===== config.mk =====
export PLATFORM = sky130hd
export DESIGN_NAME = idb_bus_router
export DESIGN_NICKNAME = d
export VERILOG_FILES = /design/src/proc_regfile_pkg.sv /design/src/idb_bus_router.sv
export VERILOG_INCLUDE_DIRS = /design/src
export SDC_FILE = /design/constraint.sdc
export NUM_CORES = 1
export LEC_CHECK = 0
export CAP_MARGIN = 20
export CORE_AREA = 2 2 39 41
export DETAILED_ROUTE_END_ITERATION = 7
export DIE_AREA = 0 0 41 43
export DONT_BUFFER_PORTS = 1
export SLEW_MARGIN = 20
export SYNTH_ARGS = -nofsm -noshare
export SYNTH_HDL_FRONTEND = slang
export SYNTH_SLANG_ARGS = --single-unit

===== constraint.sdc =====
create_clock -name vclk -period 1.62
set_clock_uncertainty 0.2 [all_clocks]
set_input_delay 0.243 -clock vclk [all_inputs]
set_output_delay 0.243 -clock vclk [all_outputs]
set_load 0.01 [all_outputs]

===== src/proc_regfile_params.svh =====
//////////////////////////////
// Register file widths, depths and source codes
//////////////////////////////
`ifndef PROC_REGFILE_PARAMS_SVH
`define PROC_REGFILE_PARAMS_SVH

// Internal data bus word
`define PRF_DATA_W 16

// Register-file address, 1 spare + 2 bank + 4 B + 4 A
`define PRF_ADDR_W 11

// Two 2Kx8 RAMs merged into one 16-bit array
`define PRF_DEPTH 2048

// Microcode control store word
`define PRF_CSW_W 64

// CSIDBS value that selects the register file (REG)
`define PRF_IDBS_REG 5

`endif


===== src/proc_regfile_pkg.sv =====
//////////////////////////////
// Register file shared types
//////////////////////////////
`include "proc_regfile_params.svh"

package proc_regfile_pkg;

  // One IDB word
  typedef logic [`PRF_DATA_W-1:0] idb_word_t;

  // CSIDBS field, only REG matters here
  typedef enum logic [4:0] {
    IDBS_OTHER = 5'd0,           // Any non-register source
    IDBS_REG   = `PRF_IDBS_REG   // Register file drives IDB
  } idbs_src_e;

  // Control store word, MSB first
  typedef struct packed {
    logic [19:0] spare_63_44;    // Unused microcode bits
    logic [1:0]  misc;           // CSMIS, bits 43..42
    idbs_src_e   idbs;           // CSIDBS, bits 41..37
    logic [4:0]  comm;           // CSCOMM, bits 36..32
    logic [11:0] spare_31_20;    // Unused microcode bits
    logic [3:0]  lba;            // B operand, bits 19..16
    logic [15:0] spare_15_0;     // Unused microcode bits
  } cs_word_t;

  // Register-file address as wired on the sheet
  typedef struct packed {
    logic       spare;           // A10 tied to ground
    logic [1:0] bank;            // RF bank from gate array
    logic [3:0] lba;             // B operand nibble
    logic [3:0] laa;             // A operand nibble
  } rf_addr_t;

endpackage


===== src/idb_bus_router.sv =====
//////////////////////////////
// IDB router, 74245 pair and
// OR merge of bus sources
//////////////////////////////
module idb_bus_router
  import proc_regfile_pkg::*;
(
  input  logic      bedo_n,        // Direction, low is B to A
  input  logic      estof_n,       // Transceiver enable, active low
  input  idb_word_t idb_in,        // External IDB
  input  idb_word_t fidb_cga_out,  // Gate-array side bus out
  input  idb_word_t rd_data,       // Register file read data
  output idb_word_t idb_out,       // IDB driven back out
  output idb_word_t fidb_cga_in,   // Gate-array side bus in
  output idb_word_t wr_data        // Register file write data
);

  idb_word_t tx_a_in;              // A side input, IDB plus RAM
  idb_word_t tx_b_in;              // B side input, gate array
  idb_word_t tx_a_out;             // A side output
  idb_word_t tx_b_out;             // B side output
  logic      tx_oe;                // Both bytes enabled
  logic      tx_b2a;               // Gate array drives IDB

  // Both byte lanes share DIR and OE, so one 16-bit stage
  assign tx_oe  = ~estof_n;
  assign tx_b2a = ~bedo_n;

  // Side inputs
  assign tx_a_in = idb_in | rd_data;            // Wired-OR on the IDB side
  assign tx_b_in = fidb_cga_out;

  // Direction and enable
  assign tx_a_out = (tx_oe && tx_b2a)  ? tx_b_in : '0;   // CGA to IDB
  assign tx_b_out = (tx_oe && !tx_b2a) ? tx_a_in : '0;   // IDB to CGA

  // Bus merge
  assign fidb_cga_in = tx_b_out;
  assign idb_out     = rd_data | tx_a_out;      // RAM or transceiver
  assign wr_data     = idb_in | tx_a_out;       // Write sees both IDB sources

  // Disabled transceiver leaves only the direct paths
  // on all three outputs
  always_comb begin
    if (estof_n) begin
      a_tx_off : assert final (
        (fidb_cga_in == '0) && (idb_out == rd_data) && (wr_data == idb_in)
      ) else $error("idb_bus_router transceiver active with estof_n high");
    end
  end

endmodule


# == After elaboration in Yosys (flattened, before gate mapping) ==
# Index checks and enable logic that the tools add are counted.
# totals
regBits,0
in_bits,50
out_inout_bits,48
wordCells,9
# op_classes
n_mux,2
n_bitwise,5
n_reduce_logical,2
# op_table
cell,n
$or 16x16->16,3
$mux 16,2
$logic_and 1x1->1,2
$not 1->1,2

# == Longest topological paths before layout ==
# depth
depth_word,4
depth_mapped,4
ltp_nobuf,2

# == Worst setup path after synthesis ==
# OpenSTA, ideal clock, no wires.
# synth_timing
path_kind,input -> output
startpoint,input estof_n
endpoint,output fidb_cga_in[10]
arrival_time_ns,0.813
required_time_ns,1.177
setup_slack_ns,0.364
cell_stages,4
n_path_buf,2
cell_sequence,nand2b_1 buf_2 buf_6 nor2_1
# synth_between
elab_chain_cells,3
# synth_rtl
element,line,text
start: declaration,idb_bus_router.sv:9,"input logic estof_n,"
$not 1->1,idb_bus_router.sv:26,assign tx_oe = ~estof_n;
$logic_and 1x1->1,idb_bus_router.sv:35,assign tx_b_out = (tx_oe && !tx_b2a) ? tx_a_in : '0;
$mux 16,idb_bus_router.sv:35,
end: declaration,idb_bus_router.sv:14,"output idb_word_t fidb_cga_in,"
# No other way between the ends.

# == Worst setup path after layout ==
# layout_timing
startpoint,input bedo_n
endpoint,output wr_data[12]
# layout_between
elab_chain_cells,4
# layout_rtl
element,line,text
start: declaration,idb_bus_router.sv:8,"input logic bedo_n,"
$not 1->1,idb_bus_router.sv:27,assign tx_b2a = ~bedo_n;
$logic_and 1x1->1,idb_bus_router.sv:34,assign tx_a_out = (tx_oe && tx_b2a) ? tx_b_in : '0;
$mux 16,idb_bus_router.sv:34,
$or 16x16->16,idb_bus_router.sv:40,assign wr_data = idb_in | tx_a_out;
end: declaration,idb_bus_router.sv:15,output idb_word_t wr_data
# No other way between the ends.

==> reports/metrics.yaml <==
setup_path:
  slowest_stage: "a21o_1"
  cp.arrival_ns: 0.77
  crit_type: "in -> out"
  critPathMaxStageDelay_ns: 0.20
  worstPathRequired_ns: 1.18
  critPathCaptureType: "output pin"
  worst_setup_path_start_kind: "primary input"
  worstPathCellList: "nor2_2 > buf_12 > a21o_1"
  critPathMaxFanout: 32
global_route:
  grt.busiest_layer: "met2"
  grt_first_pass_wirelength_mm: 1.58
  use_met2_pct: 25.0
  grt_pass1_vias: 421
  grtUsageMet1_pct: 13.0
  grt_antenna_before_repair: 0
  grt_start_max_net_pins: 33
  grt_usage_pct: 12.1
  met3_usage_pct: 0
  grt.overflow.total: 0
min_path:
  hold_path.class: "in -> out"
  whs_path_depth: 1
final_layout:
  antennaDiodeCount: 0
  seqCellArea_um2: 0
  drive_gt1_share_pct: 5.80
  area_delta_synth_final_pct: 3.95
  nNetsFinal: 121
  multi_input_area_um2: 373
  nFillCells: 149
  seq_cell_count: 0
  final_util_pct: 30.9
  nClkBuffers: 0
placement:
  io_buffers: 0
  gp_congestion: 0.737
  post-dp-hpwl_mm: 1.09
sta:
  fin_crit_sh_pct: 74.8
  min_period_ns: 1.21
  hold_viol_final: 0
  fin_tns_setup_ns: 0
  relSlewSlack_pct: 85.9
  hold_ws_ns: 0.390
  worstMarginPinSlew_ns: 0.211
  max_freq_ghz: 0.825
  drv_slew: 0
  rsz0062_at_grt: "no"
  setup_viol: 0
drt:
  post-route-drc-count: 0
  wire_per_inst_um: 14.9
  drt_pass1_iterations: 2
  drtIter0Drc: 7
  vias: 509
  ant_nets: 0
  avgViaCountPerCell: 5.99
  finalWirelength_mm: 1.26
yosys:
  syn-num-nets: 121
  yosysUniqueCellTypes: 7
  avgSynthCellArea_um2: 5.80
  yosys_warnings: 0
  netlist_area_um2: 412
  seq_area_frac_synth_pct: 0
  syn_inst: 71
cts:
  cts_resized: 0
  cts_setup_buffers: 0
  cts_hold_buf: 0
die:
  die_y_um: 43
  die_area_mm2: 0.00176
  coreArea_mm2: 0.00138
  num_rows: 14
  start_util_pct: 29.7
  die_x_um: 41
  ioPinCount: 98
power:
  power_density_mw_per_mm2: 320
  vdd_drop_max_v: 0.000107
  p_leak_uw: 0.000295
job:
  cap_violations: 0
status:
  status: "complete, no violations"
logic make-up (layout without fill, tap and decap cells):
kind of cell | Yosys count | count (layout) | synth area share (%)
AOI/OAI and AO/OA | 32 | 32 | 58.4
buffers and inverters | 5 | 3 | 9.42
and+or+nand+nor | 34 | 34 | 32.2
path summary, 6_finish.rpt:
kind                        start           to
worst min-delay path  rd_data[15]  idb_out[15]
worst max-delay path       bedo_n  wr_data[12]
synthesized netlist by cell type:
cell,count,area (µm²)
buf_4,3,22.5
nor2_1,32,120
buf_2,1,5.00
buf_6,1,11.3
nand2b_1,1,6.26
nor2_2,1,6.26
a21o_1,32,240
layout make-up:
class | instances | share of cell area, %
multi-input cells | 66 | 87.1
repair buffers | 3 | 8.19
well taps | 16 | 4.68
critical path, delay by kind of cell:
family / cells / cell delay, ns
buf+inv: 1 / 0.19
simple gates: 1 / 0.13
compound gates: 1 / 0.20
per-stage QoR:
step	cell area, µm²	setup WS [ns]	power (µW)	cells
2_1_floorplan	412	0.364	125	71
3_3_place_gp	428	0.416	138	85
3_5_place_dp	428	0.405	139	85
4_1_cts	428	0.399	140	85
5_1_grt	428	0.356	151	85
6_report	428	0.408	137	85
cells in the final DEF, fill, tap and decap left out:
cell	netlist	layout
buf_12	0	1
a21o_1	32	32
buf_4	3	2
nor2_1	32	32
nor2_2	1	1
nand2b_1	1	1
metal layers:
metal,vias up,wire (µm)
li1,238,-
met1,218,406
met2,53,690
met3,0,167
met4,0,0
met5,-,0
report_power, final:
part           switching (µW)  internal (µW)  total [µW]
combinational            84.6           52.3         137
clock                       0              0           0
sequential                  0              0           0
total                    84.6           52.3         137
(Power assumes the default switching activity.)
